==> config.mk <==
export PLATFORM = sky130hd
export DESIGN_NAME = rs_grant_select
export DESIGN_NICKNAME = d
export VERILOG_FILES = /design/src/rtl/rs_pkg.sv /design/src/rtl/rs_grant_select.sv
export SDC_FILE = /design/constraint.sdc
export NUM_CORES = 1
export LEC_CHECK = 0
export BUFFER_PORTS_ARGS = -buffer_cell sky130_fd_sc_hd__buf_2
export CAP_MARGIN = 5
export CORE_ASPECT_RATIO = 1.5
export CORE_UTILIZATION = 62
export DETAILED_ROUTE_END_ITERATION = 8
export MAX_ROUTING_LAYER = met4
export PLACE_DENSITY = 0.95
export SETUP_SLACK_MARGIN = 0.3
export SLEW_MARGIN = 10
export SYNTH_ARGS = -nofsm -noshare
export SYNTH_HDL_FRONTEND = slang
export SYNTH_SLANG_ARGS = --single-unit
==> constraint.sdc <==
create_clock -name vclk -period 5.43
set_clock_uncertainty 0.1 [all_clocks]
set_input_delay 1.086 -clock vclk [all_inputs]
set_output_delay 1.086 -clock vclk [all_outputs]
set_load 0.1 [all_outputs]
==> src/rtl/rs_pkg.sv <==
// shared lane count, tag and word widths, vector typedefs
`default_nettype none

package rs_pkg;

    ////////////////////
    // lanes
    ////////////////////

    // dispatch, issue, cdb and release all run this wide
    localparam int LANES = 3;

    ////////////////////
    // widths
    ////////////////////

    // rob tag, 0 reserved for no tag
    localparam int ROB_TAG_W = 5;

    typedef logic [ROB_TAG_W-1:0] rob_tag_t;

    // operand value
    typedef logic [31:0] word_t;

    // opaque instruction payload, not decoded here
    typedef logic [31:0] op_t;

    // one bit per lane
    typedef logic [LANES-1:0] lane_mask_t;

    // 0 to 3 lanes
    typedef logic [1:0] lane_count_t;

endpackage

`default_nettype wire
==> src/rtl/rs_grant_select.sv <==
// lowest-first multi-grant selector, per-lane found flags and entry indexes
`default_nettype none

module rs_grant_select #(
    parameter int NUM_RS = 16
) (
    input  logic [NUM_RS-1:0]                           req,
    output rs_pkg::lane_mask_t                          found,
    output logic [rs_pkg::LANES-1:0][$clog2(NUM_RS)-1:0] idx
);

    localparam int IDX_W = $clog2(NUM_RS);

    // requests still open after the lower lanes took theirs
    logic [NUM_RS-1:0] rem;

    always_comb begin
        rem   = req;
        found = '0;
        idx   = '0;
        for (int k = 0; k < rs_pkg::LANES; k++) begin
            // scan downward so the lowest set bit is the last one kept
            for (int i = NUM_RS - 1; i >= 0; i--) begin
                if (rem[i]) begin
                    found[k] = 1'b1;
                    idx[k]   = IDX_W'(i);
                end
            end
            // drop the lowest set bit for the next lane
            rem = rem & (rem - NUM_RS'(1));
        end
    end

endmodule

`default_nettype wire

Word-level counts from Yosys, hierarchy flattened
Index checks and enable logic that the tools add are counted.
{ "word_totals": {"inputBits": 16, "word_cells": 100, "register_bits": 0, "output_inout_bits": 15} }
{ "classes": {"n_mux": 96, "bitwise": 2, "add_sub_neg": 2} }
{ "op_table": {"columns": ["operator", "n"], "rows": [
  ["$mux 4", 48],
  ["$mux 1", 48],
  ["$and 16x16->16", 2],
  ["$sub 16x1->16 const B", 2]
]} }

Logic depth before layout (Yosys ltp)
Gate-level depths: netlist (run 1).
{ "depth": {"ltp_word": 20, "ltp_mapped": 10, "depth_no_buf": 8} }

Worst setup path after synthesis (run 1)
No wires, ideal clock.
{ "synth_timing": {"kind": "input port to output port", "startpoint": "input port req[8]", "endpoint": "output port idx[11] (netlist bit)", "setup_slack_ns": -0.465, "arrival_ns": 4.709, "stages": 9, "path_buffers": 1, "required_ns": 4.244, "path_cell_list": "clkbuf_1 nor4_1 a31oi_1 o21a_1 a2bb2oi_1 o21ai_0 a21oi_1 and2b_1 nor3_1"} }
{ "synth_rtl": {"columns": ["element", "line_no", "rtl"], "rows": [
  ["start: declaration", "rs_grant_select.sv:7", "input logic [NUM_RS-1:0] req,"],
  ["end: declaration", "rs_grant_select.sv:9", "output logic [rs_pkg::LANES-1:0][$clog2(NUM_RS)-1:0] idx"]
]} }

==> results.json, run 1 <==
{
  "cp_top_family": "simple AND/OR/NAND/NOR gates",
  "ys_seq_area_share_pct": 0,
  "nClkBuffers": 0,
  "die_height_um": 56.3,
  "cpMaxStageDelayCell": "a2111oi_1",
  "critPathMaxFanout": 15,
  "rsz0062_at_grt": "yes",
  "ant_nets": 0,
  "vias_per_cell": 6.49,
  "ys_types": 50,
  "place_congestion": 0.921,
  "power_density_nw_per_um2": 113,
  "fin_crit_sh_pct": 91.3,
  "dp_cells": 242,
  "vias": 1583,
  "status": "finished, final reports clean",
  "placed_cell_area_um2": 1400,
  "initial_utilization_pct": 66.5,
  "crit_arrival_ns": 3.77,
  "io_pins": 31,
  "area_growth_pct": 16.6,
  "worst_slew_margin_rel_pct": 55.5,
  "setup_viol": 0,
  "nFillCells": 148,
  "synthTopCellsByArea": "a21oi_1, nand2_1, nor2_1, o21ai_0, nor4_4",
  "cp-end-kind": "primary output",
  "grt_max_degree": 21,
  "coreArea_um2": 1830,
  "critPathBufInv": 2,
  "synth_top_area_share_pct": 9.46,
  "io_buffers": 31,
  "yosysMostFrequentCell": "a21oi_1",
  "setup-tns-final_ns": 0,
  "ir_drop_mv": 0.0630,
  "holdCritStartpoint": "req[7]",
  "grt_most_used_layer": "met2",
  "routedWlPerCell_um": 14.8,
  "worstHoldPathCells": 4,
  "antenna_found_initial": 0,
  "yosysTopAreaCell": "a21oi_1",
  "gr-total-overflow": 0,
  "nNetsFinal": 241,
  "hold_viol": 0,
  "synth_common_cells": "a21oi_1, nand2_1, nor2_1",
  "worst-setup-path-type": "primary input to primary output",
  "slew_viol_final": 0,
  "required_ns": 4.24,
  "tightest_slew_ns": 0.664,
  "track_usage_pct": 35.7,
  "nFlopsAndLatches": 0,
  "grt_pass1_vias": 1456,
  "synthAdderAreaFrac_pct": 3.49,
  "drt_pass1_iterations": 4,
  "die_area_um2": 2150,
  "use_met1_pct": 35.5,
  "min_period_ns": 4.96,
  "synth_top_family_by_area": "compound AO/OA/AOI/OAI gates",
  "grtUsageMet2_pct": 67.1,
  "drt_iter0_drc": 42,
  "synthesis.instances": 202,
  "worstPathCellList": "buf_2, nor4_4, a41oi_2, nor3_2, nor3b_2, nand2_1, a2111oi_1, a21oi_1, o21ai_2, clkbuf_4",
  "grt_pass1_wl_um": 5910,
  "maxCapViolCount": 0,
  "final_cells": 244,
  "drive_above_1_share_pct": 26.9,
  "synth_area_per_cell_um2": 6.03,
  "synthMuxAreaShare_pct": 1.64,
  "synth-xor-area-share_pct": 2.16,
  "fin_area_um2": 1420,
  "leakagePower_uw": 0.000536,
  "dp_hpwl_um": 2850,
  "hold_path_end": "idx[4]",
  "die-width_um": 38.2,
  "startpoint_type": "primary input",
  "fin_util_pct": 77.6,
  "rows": 19,
  "hp-class": "primary input to primary output",
  "n_antenna_cell": 0,
  "final-seq-area_um2": 0,
  "routed_wl_um": 3610,
  "synth_area_um2": 1220,
  "yosys_warnings": 0,
  "crit_path_max_incr_delay_ns": 0.45,
  "timing.fmax_mhz": 202,
  "synth_compound_area_share_pct": 45.5,
  "drc": 0,
  "grt_use_met3_pct": 3.95,
  "syn_nets": 218,
  "synthSimpleGateAreaFrac_pct": 37.3
}
worst max-delay path by stage:
stage                     startpoint     end  slack (ns)  cells after the start
after detailed placement      req[7]  idx[9]        0.33                     10
after global routing          req[5]  idx[9]        0.22                     10
final                         req[5]  idx[9]        0.47                     10
after CTS                     req[1]  idx[9]        0.32                     10
after global placement        req[1]  idx[9]        0.37                     10
after floorplan               req[0]  idx[7]        0.34                      7
cell type report:
type / count / area (um2) / share of cell area (%)
repair buffers: 38 / 213 / 15.0
inverters: 12 / 45.0 / 3.17
multi-input cells: 173 / 1140 / 80.0
well taps: 21 / 26.3 / 1.85
what timing repair did:
action,in CTS,in global routing
endpoints found under the setup margin,0,3
buffers inserted,0,2
resized for setup,0,3
hold buffers,0,0
power breakdown:
group          internal, uW  switching (uW)
logic                  40.9             119
registers                 0               0
clock network             0               0
cells by family (layout without fill, tap and decap cells):
group | after synthesis | count (layout)
multiplexers | 2 | 2
adder cells (fa/ha/maj) | 4 | 4
buffers and inverters | 29 | 50
XOR/XNOR | 3 | 3
AND/OR/NAND/NOR | 83 | 83
AO/OA/AOI/OAI | 81 | 81
per-stage QoR:
stage                     power [uW]  setup slack [ns]  hold slack, ns
after floorplan                  129             0.335            2.56
after global placement           153             0.370            2.73
after detailed placement         156             0.329            2.74
after CTS                        156             0.317            2.74
after global routing             170             0.223            2.77
final                            160             0.470            2.75
cells in the final DEF (no fill, tap or decap), types with 2 or more instances in the layout:
cell        n
maj3_2      2
or2_2       2
nor3_1      8
a32oi_1     2
o32ai_1     3
nand2b_1    2
a211oi_1    2
o21a_1      2
or3_1       5
nor4_1      3
mux2i_1     2
maj3_1      2
nand2_1    22
buf_4       7
a2bb2oi_1   2
nor4_4      3
o21ai_0    14
a21boi_0    2
o41ai_1     2
buf_2      29
a31oi_1     6
nor3_2      4
a21oi_1    23
nor2_1     19
xnor2_1     3
inv_1      12
o21ai_2     2
clkbuf_4    2
a21o_1      2
a31oi_2     2
nand3_1     7
o22ai_1     3
layer usage:
layer | routed length, um | vias to the layer above
li1 | - | 810
met1 | 1390 | 723
met2 | 2060 | 44
met3 | 126 | 6
met4 | 38 | 0
met5 | 0 | -
No activity file was read; power rests on OpenSTA's default activity.
==> inputs of run 2 (changes only) <==
--- a/config.mk
+++ b/config.mk
@@ -8,10 +8,10 @@
 export BUFFER_PORTS_ARGS = -buffer_cell sky130_fd_sc_hd__buf_2
 export CAP_MARGIN = 5
 export CORE_ASPECT_RATIO = 1.5
-export CORE_UTILIZATION = 62
+export CORE_UTILIZATION = 52
 export DETAILED_ROUTE_END_ITERATION = 8
 export MAX_ROUTING_LAYER = met4
-export PLACE_DENSITY = 0.95
+export PLACE_DENSITY = 0.91
 export SETUP_SLACK_MARGIN = 0.3
 export SLEW_MARGIN = 10
 export SYNTH_ARGS = -nofsm -noshare
==> constraint.sdc (replaced) <==
create_clock -name vclk -period 4.15
set_clock_uncertainty 0.1 [all_clocks]
set_input_delay 0.83 -clock vclk [all_inputs]
set_output_delay 0.83 -clock vclk [all_outputs]
set_load 0.1 [all_outputs]
==> run 2 against run 1 <==
  * The flow now stops in global routing (5_1_grt)
  * Synthesized area unchanged
  * Synthesized cell count unchanged
==> results.json, run 2 <==
{
  "status": "did not finish",
  "haltStage": "global routing (5_1_grt)",
  "tool.error": "[ERROR GRT-0116] Global routing finished with congestion. Check the congestion regions in the DRC Viewer.",
  "grt_max_degree": 19,
  "placed_cell_area_um2": 1840,
  "io_pins": 31,
  "rows": 21,
  "ys_seq_area_share_pct": 0,
  "yosysTopAreaCell": "a21oi_1",
  "track_usage_pct": 57.4,
  "syn_nets": 218,
  "synth_common_cells": "a21oi_1, nand2_1, nor2_1",
  "initial_utilization_pct": 54.5,
  "die_height_um": 61.3,
  "yosys_warnings": 0,
  "grt_pass1_wl_um": 10800,
  "place_congestion": 0.986,
  "dp_hpwl_um": 3590,
  "die-width_um": 41.5,
  "io_buffers": 31,
  "synthesis.instances": 202,
  "synth_area_um2": 1220,
  "synthTopCellsByArea": "a21oi_1, nand2_1, nor2_1, o21ai_0, nor4_4",
  "grt_pass1_vias": 2434,
  "yosysMostFrequentCell": "a21oi_1",
  "gr-total-overflow": 5,
  "synth_top_area_share_pct": 9.46,
  "ys_types": 50,
  "synth_area_per_cell_um2": 6.03,
  "ctsHoldBuffers": 0
}
## run 2: cell counts after synthesis
No cell type changed its count.
## run 2: metrics by stage
| stage | setup WS, ns | cells | hold slack [ns] |
|---|---|---|---|
| CTS | 0.0143 | 293 | 2.19 |
| detailed placement | -0.232 | 277 | 2.19 |
| global placement | -0.150 | 277 | 2.18 |
| floorplan | -0.285 | 202 | 1.90 |
## run 2: logic make-up after synthesis
kind of cell    Yosys count  share of synthesized area [%]
mux                       2                           1.64
simple gates             83                           37.3
buf+inv                  29                           9.87
xor+xnor                  3                           2.16
compound gates           81                           45.5
fa+ha+maj                 4                           3.49
## run 2: metal layers
metal / GRT usage (%) / GRT overflow
met1: 48.9 / 0
met2: 90.8 / 4
met3: 23.2 / 0
met4: 64.1 / 1
met5: - / -
## run 2: timing repair
action,CTS
buffers inserted,16
gates resized for setup,42
setup endpoints to repair,6
gates cloned,0
endpoints found under the hold margin,0
pin swaps,21
==> inputs of run 3 (changes only) <==
--- a/config.mk
+++ b/config.mk
@@ -7,12 +7,10 @@
 export LEC_CHECK = 0
 export BUFFER_PORTS_ARGS = -buffer_cell sky130_fd_sc_hd__buf_2
 export CAP_MARGIN = 5
-export CORE_ASPECT_RATIO = 1.5
-export CORE_UTILIZATION = 52
+export CORE_AREA = 2 2 63 65
 export DETAILED_ROUTE_END_ITERATION = 8
-export MAX_ROUTING_LAYER = met4
-export PLACE_DENSITY = 0.91
-export SETUP_SLACK_MARGIN = 0.3
+export DIE_AREA = 0 0 65 67
+export PLACE_DENSITY_LB_ADDON = 0.15
 export SLEW_MARGIN = 10
 export SYNTH_ARGS = -nofsm -noshare
 export SYNTH_HDL_FRONTEND = slang
==> constraint.sdc (replaced) <==
create_clock -name vclk -period 5.4
set_clock_uncertainty 0.1 [all_clocks]
set_input_delay 1.08 -clock vclk [all_inputs]
set_output_delay 1.08 -clock vclk [all_outputs]
set_load 0.1 [all_outputs]
==> run 3 against run 2 <==
  * The flow now finishes without violations
==> results.json, run 3 (synthesis results as in run 1) <==
{
  "vias_per_cell": 5.75,
  "maxCapViolCount": 0,
  "nFlopsAndLatches": 0,
  "dp_hpwl_um": 2900,
  "crit_arrival_ns": 3.86,
  "rows": 22,
  "critPathMaxFanout": 15,
  "die_height_um": 67,
  "dp_worst_setup_slack_ns": 0.359,
  "setup-tns-final_ns": 0,
  "routed_wl_um": 3630,
  "leakagePower_uw": 0.000531,
  "setup_viol": 0,
  "io_pins": 31,
  "postCtsSetupRepairBufs": 0,
  "final-seq-area_um2": 0,
  "track_usage_pct": 17.2,
  "cp-end-kind": "primary output",
  "drive_above_1_share_pct": 24.3,
  "worst-setup-path-type": "primary input to primary output",
  "worstHoldPathCells": 4,
  "multi_input_area_um2": 1110,
  "cts.repair.resized": 0,
  "min_period_ns": 5.04,
  "power_density_nw_per_um2": 112,
  "status": "finished, final reports clean",
  "die-width_um": 65,
  "io_buffers": 31,
  "coreArea_um2": 3610,
  "slew_viol_final": 0,
  "tightest_slew_ns": 0.679,
  "final_cell_mix": "buf_2, a21oi_1, nand2_1",
  "grt_max_degree": 18,
  "drt_iter0_drc": 137,
  "startpoint_type": "primary input",
  "grt_pass1_wl_um": 6280,
  "area_growth_pct": 17.4,
  "antenna_found_initial": 0,
  "routedWlPerCell_um": 13.4,
  "setup_ws_ns": 0.362,
  "drc": 0,
  "die_area_um2": 4360,
  "place_congestion": 0.863,
  "ir_drop_mv": 0.0334,
  "grt_pass1_vias": 1339,
  "initial_utilization_pct": 33.8,
  "hp-class": "primary input to primary output",
  "nClkBuffers": 0,
  "rsz0062_at_grt": "no",
  "n_antenna_cell": 0,
  "hold_viol": 0,
  "final_common_cell": "buf_2",
  "nNetsFinal": 240,
  "drt_pass1_iterations": 4,
  "timing.fmax_mhz": 199,
  "worst_slew_margin_rel_pct": 54.5,
  "vias": 1552,
  "gr-total-overflow": 0,
  "ant_nets": 0,
  "required_ns": 4.22,
  "nFillCells": 414,
  "ctsHoldBuffers": 0,
  "fin_crit_sh_pct": 93.3
}
run 3: path summary, 6_finish.rpt:
check / slack, ns / from / end
hold / removal: 2.69 / req[1] / idx[4]
setup / recovery: 0.36 / req[5] / idx[10]
run 3: stage by stage:
stage          power (uW)  hold slack, ns  utilization, %  instance area, um2  std cells
2_1_floorplan         126            2.54               -                1230        202
3_3_place_gp          162            2.70            39.6                1430        270
3_5_place_dp          160            2.69            39.6                1430        270
4_1_cts               160            2.69            39.6                1430        270
5_1_grt               173            2.72            39.6                1430        270
6_report              160            2.69            39.6                1430        270
run 3: critical path, cell delays in order:
cell	delay, ns
buf_2	0.20
nor4_4	0.38
nand2_2	0.18
maj3_2	0.42
or3_1	0.42
maj3_2	0.36
a221oi_2	0.21
a21oi_1	0.11
nor2_2	0.07
buf_2	0.42
run 3: layer usage:
metal	wire length [um]	GRT usage, %
met5	0	0
met4	40	1.86
met3	139	0.507
met2	1780	30.3
met1	1670	24.0
run 3: layout make-up:
class | instances | share of cell area (%)
Multi-Input combinational cell | 173 | 77.6
Timing Repair Buffer | 37 | 15.1
Tap cell | 48 | 4.20
Inverter | 12 | 3.15
run 3: where the power goes:
part	leakage (uW)	switching, uW	total (uW)	internal (uW)
registers	0	0	0	0
clock network	0	0	0	0
logic	0.000531	118	160	42.2
total	0.000531	118	160	42.2
