`config.mk`:
```
export PLATFORM = sky130hd
export DESIGN_NAME = rs_operand_capture
export DESIGN_NICKNAME = d
export VERILOG_FILES = /design/src/rtl/rs_pkg.sv /design/src/rtl/rs_operand_capture.sv
export SDC_FILE = /design/constraint.sdc
export NUM_CORES = 1
export LEC_CHECK = 0
export BUFFER_PORTS_ARGS = -buffer_cell sky130_fd_sc_hd__buf_2
export CORE_AREA = 2 2 296 298
export DETAILED_ROUTE_END_ITERATION = 10
export DIE_AREA = 0 0 298 300
export MAX_ROUTING_LAYER = met4
export SLEW_MARGIN = 20
export SYNTH_ARGS = -nofsm -noshare
export SYNTH_HDL_FRONTEND = slang
export SYNTH_SLANG_ARGS = --single-unit
```
`constraint.sdc`:
```
create_clock -name vclk -period 1.91
set_input_delay 0.191 -clock vclk [all_inputs]
set_output_delay 0.191 -clock vclk [all_outputs]
set_load 0.02 [all_outputs]
```
`src/rtl/rs_pkg.sv`:
```
// shared lane count, tag and word widths, vector typedefs
`default_nettype none

package rs_pkg;

    ////////////////////
    // lanes
    ////////////////////

    // dispatch, issue, cdb and release all run this wide
    localparam int LANES = 3;

    ////////////////////
    // widths
    ////////////////////

    // rob tag, 0 reserved for no tag
    localparam int ROB_TAG_W = 5;

    typedef logic [ROB_TAG_W-1:0] rob_tag_t;

    // operand value
    typedef logic [31:0] word_t;

    // opaque instruction payload, not decoded here
    typedef logic [31:0] op_t;

    // one bit per lane
    typedef logic [LANES-1:0] lane_mask_t;

    // 0 to 3 lanes
    typedef logic [1:0] lane_count_t;

endpackage

`default_nettype wire
```
`src/rtl/rs_operand_capture.sv`:
```
// dispatch operand resolution against register file, map table, rob and cdb
`default_nettype none

module rs_operand_capture (
    input  rs_pkg::lane_mask_t                      src1_used,
    input  rs_pkg::lane_mask_t                      src2_used,
    input  rs_pkg::rob_tag_t [rs_pkg::LANES-1:0]    mt_tag1,
    input  rs_pkg::rob_tag_t [rs_pkg::LANES-1:0]    mt_tag2,
    input  rs_pkg::lane_mask_t                      mt_ready1,
    input  rs_pkg::lane_mask_t                      mt_ready2,
    input  rs_pkg::word_t [rs_pkg::LANES-1:0]       rs1_value,
    input  rs_pkg::word_t [rs_pkg::LANES-1:0]       rs2_value,
    input  rs_pkg::word_t [rs_pkg::LANES-1:0]       rob_value1,
    input  rs_pkg::word_t [rs_pkg::LANES-1:0]       rob_value2,
    input  logic                                    complete_en,
    input  rs_pkg::rob_tag_t [rs_pkg::LANES-1:0]    cdb_tag,
    input  rs_pkg::word_t [rs_pkg::LANES-1:0]       cdb_value,
    output rs_pkg::rob_tag_t [rs_pkg::LANES-1:0]    t1,
    output rs_pkg::rob_tag_t [rs_pkg::LANES-1:0]    t2,
    output rs_pkg::word_t [rs_pkg::LANES-1:0]       v1,
    output rs_pkg::word_t [rs_pkg::LANES-1:0]       v2
);

    // one source: regfile, then cdb, then rob, else wait on the tag
    function automatic void resolve(
        input  logic                                 used,
        input  rs_pkg::rob_tag_t                     map_tag,
        input  logic                                 map_ready,
        input  rs_pkg::word_t                        rf_val,
        input  rs_pkg::word_t                        rob_val,
        input  logic                                 cdb_en,
        input  rs_pkg::rob_tag_t [rs_pkg::LANES-1:0] bus_tag,
        input  rs_pkg::word_t [rs_pkg::LANES-1:0]    bus_val,
        output rs_pkg::rob_tag_t                     tag,
        output rs_pkg::word_t                        val
    );
        logic          hit;
        rs_pkg::word_t hit_val;
        hit     = 1'b0;
        hit_val = '0;
        // ascending scan, highest matching lane ends up winning
        for (int j = 0; j < rs_pkg::LANES; j++) begin
            if (cdb_en && bus_tag[j] == map_tag) begin
                hit     = 1'b1;
                hit_val = bus_val[j];
            end
        end
        if (!used || map_tag == '0) begin
            // architectural value, nothing in flight
            tag = '0;
            val = rf_val;
        end else if (hit) begin
            // producer completes this very cycle
            tag = '0;
            val = hit_val;
        end else if (map_ready) begin
            tag = '0;
            val = rob_val;
        end else begin
            // still pending, value filled by wakeup later
            tag = map_tag;
            val = '0;
        end
    endfunction

    ////////////////////
    // six sources
    ////////////////////

    always_comb begin
        for (int k = 0; k < rs_pkg::LANES; k++) begin
            resolve(src1_used[k], mt_tag1[k], mt_ready1[k], rs1_value[k], rob_value1[k],
                    complete_en, cdb_tag, cdb_value, t1[k], v1[k]);
            resolve(src2_used[k], mt_tag2[k], mt_ready2[k], rs2_value[k], rob_value2[k],
                    complete_en, cdb_tag, cdb_value, t2[k], v2[k]);
        end
    end

endmodule

`default_nettype wire

```
; After elaboration in Yosys (flattened, before gate mapping)
; Cells that the tools add are included.
[classes]
addsub = 0
n_mul = 0
div_mod_pow = 0
order_cmp = 0
n_eq_ne = 18
shifts = 0
n_mux = 72
bitwise = 0
reduce_logical = 36
[op_table]
columns = cell, count
row1 = 32-bit 2-to-1 mux, 36
row2 = 5-bit equality test, 18
row3 = 5-bit 2-to-1 mux, 18
row4 = 5-bit zero test, 6
row5 = 1-bit logical AND, 18
row6 = 1-bit 2-to-1 mux, 18
row7 = 1-bit zero test, 6
row8 = 1-bit logical OR, 6
[totals]
reg_bits = 0
latchBits = 0
ramBits = 0
rom_bits = 0
in_bits = 538
out_inout_bits = 222
mem_count = 0

; Logic depth before layout (Yosys ltp)
; Gate-level depths: netlist of the first run.
[logic_depth]
depth_word = 7
ltp_mapped = 8

; Worst setup path before layout of the first run
; No wires, ideal clock.
[synth_timing]
kind = in2out
from = input port cdb_tag[1] in the netlist's numbering
to = output port v2[16] in the netlist's numbering
arrival_time_ns = 1.855
required_ns = 1.719
path_slack_ns = -0.136
cell_stages = 7
path_cell_list = buf_2 -> xnor2_1 -> nand3_1 -> nor2_1 -> clkbuf_1 -> a221oi_1 -> o31ai_1
[synth_lines]
columns = element, line_no
row1 = "start, declared", rs_operand_capture.sv:16  ; input rs_pkg::rob_tag_t [rs_pkg::LANES-1:0] cdb_tag,
row2 = "end, declared", rs_operand_capture.sv:21  ; output rs_pkg::word_t [rs_pkg::LANES-1:0] v2

==> metrics.md, run 1 <==
| Metric | Value |
|---|---|
| Outcome | `finished, violations left` |
| Failing checks | `negative setup slack` |
| # clk buffers | `0` |
| Hold Violations, Final | `0` |
| Via Count | `20.7k` |
| Io pins | `760` |
| Min-Delay Path Class | `in2out` |
| DIE AREA | `89,400 sq um` |
| Fin area | `26,700 sq um` |
| Post-layout min period | `2.32 ns` |
| FFs & Latches | `0` |
| Setup crit end kind | `output port` |
| Post-layout util | `31.0%` |
| Setup WS post-layout | `-0.413 ns` |
| Element type at the critical path start | `primary input` |
| Cell Area, Synth | `9030 sq um` |
| Syn Nets | `2,006` |
| Critical Path RT | `1.72 ns` |
| First-pass GRT wire length | `182 mm` |
| Max frequency | `0.430 GHz` |
| Std-Cell Rows | `108` |
| Placed Cells | `3,549` |
| Final setup fails | `222` |
| GP Congestion | `0.987` |
| Setup TNS | `-58.40 ns` |
| Seq/Total Area, Yosys | `0%` |
| Crit-path max FO | `7` |
| Max capacitance violation total | `0` |
| Nets | `3,162` |
| Crit path arrival time | `2.13 ns` |
| Cts hold-fix bufs | `0` |
| Number of distinct library cells after synthesis | `46` |
| Slowest cell on the critical path | `a221oi_1` |
| Tightest Pin Transition | `0.579 ns` |
| Layout Cells excl Fill | `3,827` |
| Drt total wl | `151 mm` |
| Relative slew slack | `61.4%` |
| Vias in the first global route | `20.0k` |
| Xor-xnor portion of the synthesized cell area | `8.73%` |
| Yosys warning total | `0` |
| Unrepaired setup endpoints after global routing | `yes` |
| Most frequent cells in the layout | `519 x buf_2, 397 x buf_4, 195 x buf_6` |
| Tot GR Track Use | `30.9%` |
| CP Cell Sequence | `buf_12 > buf_12 > xnor2_2 > nand4_1 > o21a_2 > buf_12 > buf_4 > a221oi_1 > o211ai_1 > buf_4` |
| Synth Area in Compound Gates | `53.8%` |
| Layout cell share with drive strength beyond 1 | `72.3%` |
| HPWL Detailed | `104 mm` |
| Crit share post-route | `122%` |
| Post-Synth Simple-Gate Area | `27.1%` |
| Die Y-Extent | `300 um` |
| DRT iter0 DRCs | `2,282` |
| TritonRoute pass-1 iters | `6` |
| DIE WIDTH | `298 um` |
| Cell count after synthesis | `1,468` |
| Post-synthesis mux area share | `0%` |
| Final Hold Slack | `0.725 ns` |
| Port bufs | `760` |
| Pin count of the biggest net entering global routing | `33` |
| Leak Pwr | `11.0 nW` |
| Global route overflow | `0` |
| Crit path top cell by count | `buf_12` |
| FF+latch area | `0 sq um` |
| Routed Antenna Nets | `0` |
| Cell Area, Placed | `18,500 sq um` |
| Slowest cell delay on critical path | `0.34 ns` |
| Area Overhead vs Synth | `196%` |
| Final Max Slew Viols | `0` |
| Adder-cell share of the synthesized area | `0%` |
| Core area | `86,200 sq um` |
| Initial Util | `10.5%` |
| Largest family of logic cells by synthesized area | `compound AO/OA/AOI/OAI gates` |
| Initial antenna violation count | `62` |
| Wirelength per Cell | `39.4 um` |
| Commonest non-fill, non-tap cell in the layout | `buf_2` |
| DRC | `0` |
| Avg Inst Size Synth | `6.15 sq um` |
| Vias per cell | `5.41` |
| Critical Setup Path Class | `in2out` |
| Peak supply drop | `0.000136 V` |
| P per Cell Area | `303 nW/um^2` |
## repair_timing
action / in CTS / in global routing
gates resized for setup: 705 / 443
pin swaps: 159 / 138
cloned: 32 / 14
buffers inserted: 111 / 85
hold endpoints to repair: 0 / 0
endpoints found under the setup margin: 222 / 222
## power by group
part	total, mW	internal (mW)	switching [mW]
combinational	8.08	3.64	4.45
clock	0.00000331	0.00000331	0
sequential	0	0	0
## through the flow
step | worst slack, ns | total power, mW
final | -0.413 | 8.08
after CTS | -0.342 | 7.09
after global routing | -0.452 | 8.26
after global placement | -0.634 | 5.67
after detailed placement | -0.675 | 5.66
after floorplan | -0.0778 | 2.34
## synthesized netlist by cell type (33+ instances only)
cell / instances / area, sq um
xor2_1: 33 / 289
xnor2_1: 57 / 499
buf_2: 59 / 295
a21oi_1: 88 / 440
a221oi_1: 181 / 1590
o21bai_1: 37 / 278
o211ai_1: 59 / 443
a31oi_1: 47 / 294
clkbuf_1: 115 / 432
nor2_1: 141 / 529
and2_1: 111 / 694
o31ai_1: 50 / 375
nand3_1: 70 / 350
nand2_1: 74 / 278
o22ai_1: 76 / 475
nand2b_1: 34 / 213
o21ai_0: 88 / 440
## cell families after synthesis
family,Yosys count
AO/OA/AOI/OAI,681
XOR/XNOR,90
AND/OR/NAND/NOR,485
buffers and inverters,212
## critical path: cells and delay by family
kind	cells	cell delay, ns
buffers and inverters	5	0.78
AO/OA/AOI/OAI	3	0.80
AND/OR/NAND/NOR	1	0.16
XOR/XNOR	1	0.15
## path summary, 6_finish.rpt
kind          start      to  slack [ns]  cells past startpoint
min   rs1_value[21]  v1[21]        0.73                      4
max      mt_tag2[3]  v2[15]       -0.41                     10
## layout make-up
cell class         instances  area, sq um
repair buffers          1365        13100
inverters                  1         3.75
fillers                 8953        59500
diodes                    50          125
well taps               1155         1450
multi-input cells       1256        12100
## routing by layer
layer	part of all wire (%)	vias up	wire length, um	GRT usage, %
met4	8.0	0	12000	16.5
met2	44	2018	65700	47.7
met3	12	707	18200	11.0
met1	36	9871	55100	34.9
met5	0	-	0	-
li1	-	8119	-	-
(Power assumes the default switching activity.)
==> run 2: changes to the inputs <==
Settings changed: ABC_AREA set to 1, CORE_AREA 2 2 296 298 to 2 2 294 296, DIE_AREA 0 0 298 300 to 0 0 296 298.
==> metrics.md, run 2 <==
| Metric | Value |
|---|---|
| DIE WIDTH | `296 um` |
| Number of distinct library cells after synthesis | `23` |
| Crit path top cell by count | `nand2_4` |
| Layout cell share with drive strength beyond 1 | `49.7%` |
| Peak supply drop | `0.000199 V` |
| Drt total wl | `125 mm` |
| Vias in the first global route | `23.2k` |
| FFs & Latches | `0` |
| Synth cell count leaders | `1,034 x nand2_1, 844 x nor2_1, 403 x nand3_1, 272 x inv_1, 192 x nand4_1` |
| Core area | `84,900 sq um` |
| Initial antenna violation count | `19` |
| Layout Cells excl Fill | `5,204` |
| Top-count cell post-synth | `nand2_1` |
| P per Cell Area | `229 nW/um^2` |
| DIE AREA | `88,200 sq um` |
| Area Overhead vs Synth | `118%` |
| Critical Path RT | `1.72 ns` |
| Pin count of the biggest net entering global routing | `41` |
| Wirelength per Cell | `24.1 um` |
| Tightest Pin Transition | `0.686 ns` |
| Slowest cell on the critical path | `nand3_4` |
| Outcome | `finished, violations left` |
| Port bufs | `760` |
| # clk buffers | `0` |
| Setup crit end kind | `output port` |
| Seq/Total Area, Yosys | `0%` |
| Setup TNS | `-29.52 ns` |
| Max frequency | `0.458 GHz` |
| Std-Cell Rows | `107` |
| Final Hold Slack | `0.698 ns` |
| Crit path arrival time | `1.99 ns` |
| Area contributors post-synth | `nand2_1 30%, nor2_1 24%, nand3_1 15%` |
| HPWL Detailed | `88.5 mm` |
| Io pins | `760` |
| Via Count | `25.0k` |
| Busiest grt layer | `met2` |
| Post-synth top area share | `29.7%` |
| Critical Setup Path Class | `in2out` |
| Vias per cell | `4.81` |
| Yosys warning total | `0` |
| Max capacitance violation total | `0` |
| Leak Pwr | `15.7 nW` |
| DRT iter0 DRCs | `2,225` |
| Layout fillers | `9,344` |
| Fin area | `28,400 sq um` |
| Die Y-Extent | `298 um` |
| First-pass GRT wire length | `162 mm` |
| Initial Util | `15.4%` |
| Relative slew slack | `54.2%` |
| Syn Nets | `3,588` |
| Tot GR Track Use | `26.0%` |
| Crit share post-route | `114%` |
| Element type at the critical path start | `primary input` |
| Slowest cell delay on critical path | `0.19 ns` |
| Placed Cells | `5,040` |
| Cell count after synthesis | `3,050` |
| Avg Inst Size Synth | `4.29 sq um` |
| Post-layout min period | `2.18 ns` |
| Met3 Resource Use GR | `3.35%` |
| Cell Area, Synth | `13,100 sq um` |
| Cell Area, Placed | `20,200 sq um` |
| GRT met2 Usage | `43.3%` |
| Hold EP | `v1[88]` |
| Hold-critical path depth | `4` |
| Post-synth top area cell | `nand2_1` |
| Hold Violations, Final | `0` |
| Post-layout util | `33.5%` |
| DRC | `0` |
| Unrepaired setup endpoints after global routing | `yes` |
| Nets | `4,580` |
| Failing checks | `negative setup slack` |
| Global Route met1 Usage | `32.4%` |
| Routed Antenna Nets | `0` |
| Global route overflow | `0` |
| Final Max Slew Viols | `0` |
| Commonest non-fill, non-tap cell in the layout | `nand2_1` |
| TritonRoute pass-1 iters | `6` |
| Hold Startpoint | `rs1_value[88]` |
| Crit-path max FO | `20` |
| Min-Delay Path Class | `in2out` |
| Setup WS post-layout | `-0.273 ns` |
| FF+latch area | `0 sq um` |
| CP Cell Sequence | `buf_8 > clkinvlp_4 > buf_12 > buf_6 > nand2_4 > nand2_4 > nor2_4 > nand3_4 > nand2_4 > inv_8 > buf_12 > nand2_1 > nand3_2 > nor2_1 > nor2_1 > buf_4` |
| GP Congestion | `0.963` |
| Cts hold-fix bufs | `0` |
| Most frequent cells in the layout | `830 x nand2_1, 572 x nor2_1, 565 x buf_2` |
| Post-place setup slack | `-0.612 ns` |
| Total Power | `6.52 mW` |
| Final setup fails | `218` |
run 2: critical path, delay by kind of cell:
kind	cells	cell delay (ns)
buffers and inverters	7	0.82
and+or+nand+nor	9	0.92
run 2: per-layer routing:
metal / vias to the layer above / routed length, um / part of all wire, %
met2: 1478 / 60000 / 48
met3: 294 / 10100 / 8.1
li1: 11600 / - / -
met1: 11700 / 50100 / 40
met5: - / 0 / 0
met4: 0 / 5060 / 4.0
run 2: area by class of cell:
cell class	instances	area, sq um	area share (%)
multi-input cells	2527	14700	51.5
repair buffers	1211	10900	38.2
well taps	1144	1430	5.03
inverters	301	1430	5.01
diodes	20	50.0	0.176
repair inverters	1	11.3	0.0396
run 2: cells by family after synthesis:
kind of cell / Yosys count / share of synthesized area, %
AND/OR/NAND/NOR: 2520 / 80.8
buffers and inverters: 523 / 19.0
AO/OA/AOI/OAI: 7 / 0.287
run 2: worst max path at each step:
stage	start	to	cells past startpoint
final	cdb_tag[11]	v2[72]	16
after global routing	cdb_tag[11]	v2[11]	17
after CTS	cdb_tag[11]	v2[16]	17
after detailed placement	cdb_tag[11]	v1[3]	15
after global placement	mt_tag1[0]	v1[3]	15
after floorplan	cdb_tag[8]	t2[12]	11
run 2: report_power, final:
group	switching, mW	internal [mW]
registers	0	0
logic	3.85	2.67
clock network	0	0.00000131
run 2: what timing repair did:
action | 4_1_cts | 5_1_grt
cloned | 33 | 23
gates resized for setup | 758 | 858
endpoints found under the setup margin | 222 | 221
pin swaps | 198 | 307
buffers inserted | 70 | 41
==> run 3: changes to the inputs <==
Settings changed: CORE_AREA 2 2 294 296 to 2 2 296 298, DIE_AREA 0 0 296 298 to 0 0 298 300, SLEW_MARGIN 20 to unset.
==> metrics.md, run 3 (same netlist as run 2, synthesis figures left out) <==
| Metric | Value |
|---|---|
| Max capacitance violation total | `0` |
| Outcome | `finished, violations left` |
| DIE AREA | `89,400 sq um` |
| Placed Cells | `5,022` |
| DRT iter0 DRCs | `2,675` |
| Setup WS post-layout | `-0.202 ns` |
| Crit path arrival time | `1.92 ns` |
| Die Y-Extent | `300 um` |
| CP delay by family, top | `buffers and inverters` |
| Vias per cell | `4.87` |
| Pin count of the biggest net entering global routing | `49` |
| Wirelength per Cell | `24.0 um` |
| Critical Path RT | `1.72 ns` |
| Initial Util | `15.2%` |
| Final Hold Slack | `0.705 ns` |
| Io pins | `760` |
| Crit-path max FO | `20` |
| Most frequent cells in the layout | `893 x nand2_1, 651 x nor2_1, 585 x buf_2` |
| Port bufs | `760` |
| Crit path top cell by count | `buf_12` |
| Drt total wl | `123 mm` |
| Cts hold-fix bufs | `0` |
| Final setup fails | `209` |
| P per Cell Area | `240 nW/um^2` |
| First-pass GRT wire length | `162 mm` |
| Slowest cell delay on critical path | `0.18 ns` |
| Slowest cell on the critical path | `buf_12` |
| Vias in the first global route | `23.4k` |
| FFs & Latches | `0` |
| DIE WIDTH | `298 um` |
| Unrepaired setup endpoints after global routing | `yes` |
| Peak supply drop | `0.000153 V` |
| DRC | `0` |
| Global route overflow | `0` |
| Critical Setup Path Class | `in2out` |
| Final Max Slew Viols | `0` |
| Via Count | `25.0k` |
| Hold-critical path depth | `4` |
| Commonest non-fill, non-tap cell in the layout | `nand2_1` |
| Setup crit end kind | `output port` |
| Post-layout min period | `2.11 ns` |
| Max frequency | `0.473 GHz` |
| HPWL Detailed | `88.5 mm` |
| Tot GR Track Use | `25.6%` |
| Nets | `4,501` |
| TritonRoute pass-1 iters | `7` |
| Std-Cell Rows | `108` |
| Min-Delay Path Class | `in2out` |
| CP Cell Sequence | `buf_12 > buf_12 > buf_6 > nand2_2 > nand2_2 > nor2_4 > nand3_4 > clkinv_2 > buf_12 > nand2_1 > nand3_2 > nor2_1 > nor2_1 > buf_4` |
| Layout Cells excl Fill | `5,128` |
| Routed Antenna Nets | `0` |
| GP Congestion | `0.996` |
| Initial antenna violation count | `13` |
| Tightest Pin Transition | `0.610 ns` |
| WP buf/inv | `6` |
| # clk buffers | `0` |
| Layout cell share with drive strength beyond 1 | `42.2%` |
| Failing checks | `negative setup slack` |
| Levels on crit path | `14` |
| Area Overhead vs Synth | `94.1%` |
| Relative slew slack | `59.3%` |
| Element type at the critical path start | `primary input` |
| Crit share post-route | `111%` |
| Leak Pwr | `14.3 nW` |
| FF+latch area | `0 sq um` |
| Core area | `86,200 sq um` |
| Hold Violations, Final | `0` |
run 3: final cells by class:
| cell class | instances | area [sq um] |
|---|---|---|
| fillers | 9738 | 60800 |
| multi-input cells | 2527 | 12900 |
| repair buffers | 1133 | 9670 |
| well taps | 1155 | 1450 |
| inverters | 301 | 1380 |
| diodes | 12 | 30.0 |
run 3: path summary, 6_finish.rpt:
check,start,endpoint
max,cdb_tag[14],v2[9]
min,rs1_value[13],v1[13]
run 3: through the flow:
step                      instance area, sq um  setup slack, ns  power [mW]  TNS (ns)  util [%]
after global routing                     25400           -0.242        6.43    -34.22      29.4
after floorplan                          13100           0.0139        2.35         0         -
after CTS                                23100           -0.172        5.56    -18.92      26.8
final                                    25400           -0.202        6.09    -17.39      29.4
after global placement                   20200           -0.527        4.94    -66.35      23.5
after detailed placement                 20200           -0.575        4.93    -65.10      23.5
run 3: repair_timing:
action / in CTS / in global routing
resized for setup: 583 / 484
buffers inserted: 43 / 18
pin swaps: 123 / 144
setup endpoints to repair: 221 / 222
endpoints found under the hold margin: 0 / 0
cloned: 24 / 21
run 3: per-layer routing:
layer  wire length, um  GRT usage (%)  up-vias
met1             46600           29.4    11600
met3             11300           5.02      309
li1                  -              -    11400
met2             58800           43.1     1684
met4              6310           11.2        0
met5                 0              -        -
run 3: power by group:
group	switching, mW	internal [mW]	total [mW]
Combinational	3.68	2.40	6.09
Sequential	0	0	0
Clock	0	0.000000807	0.000000807
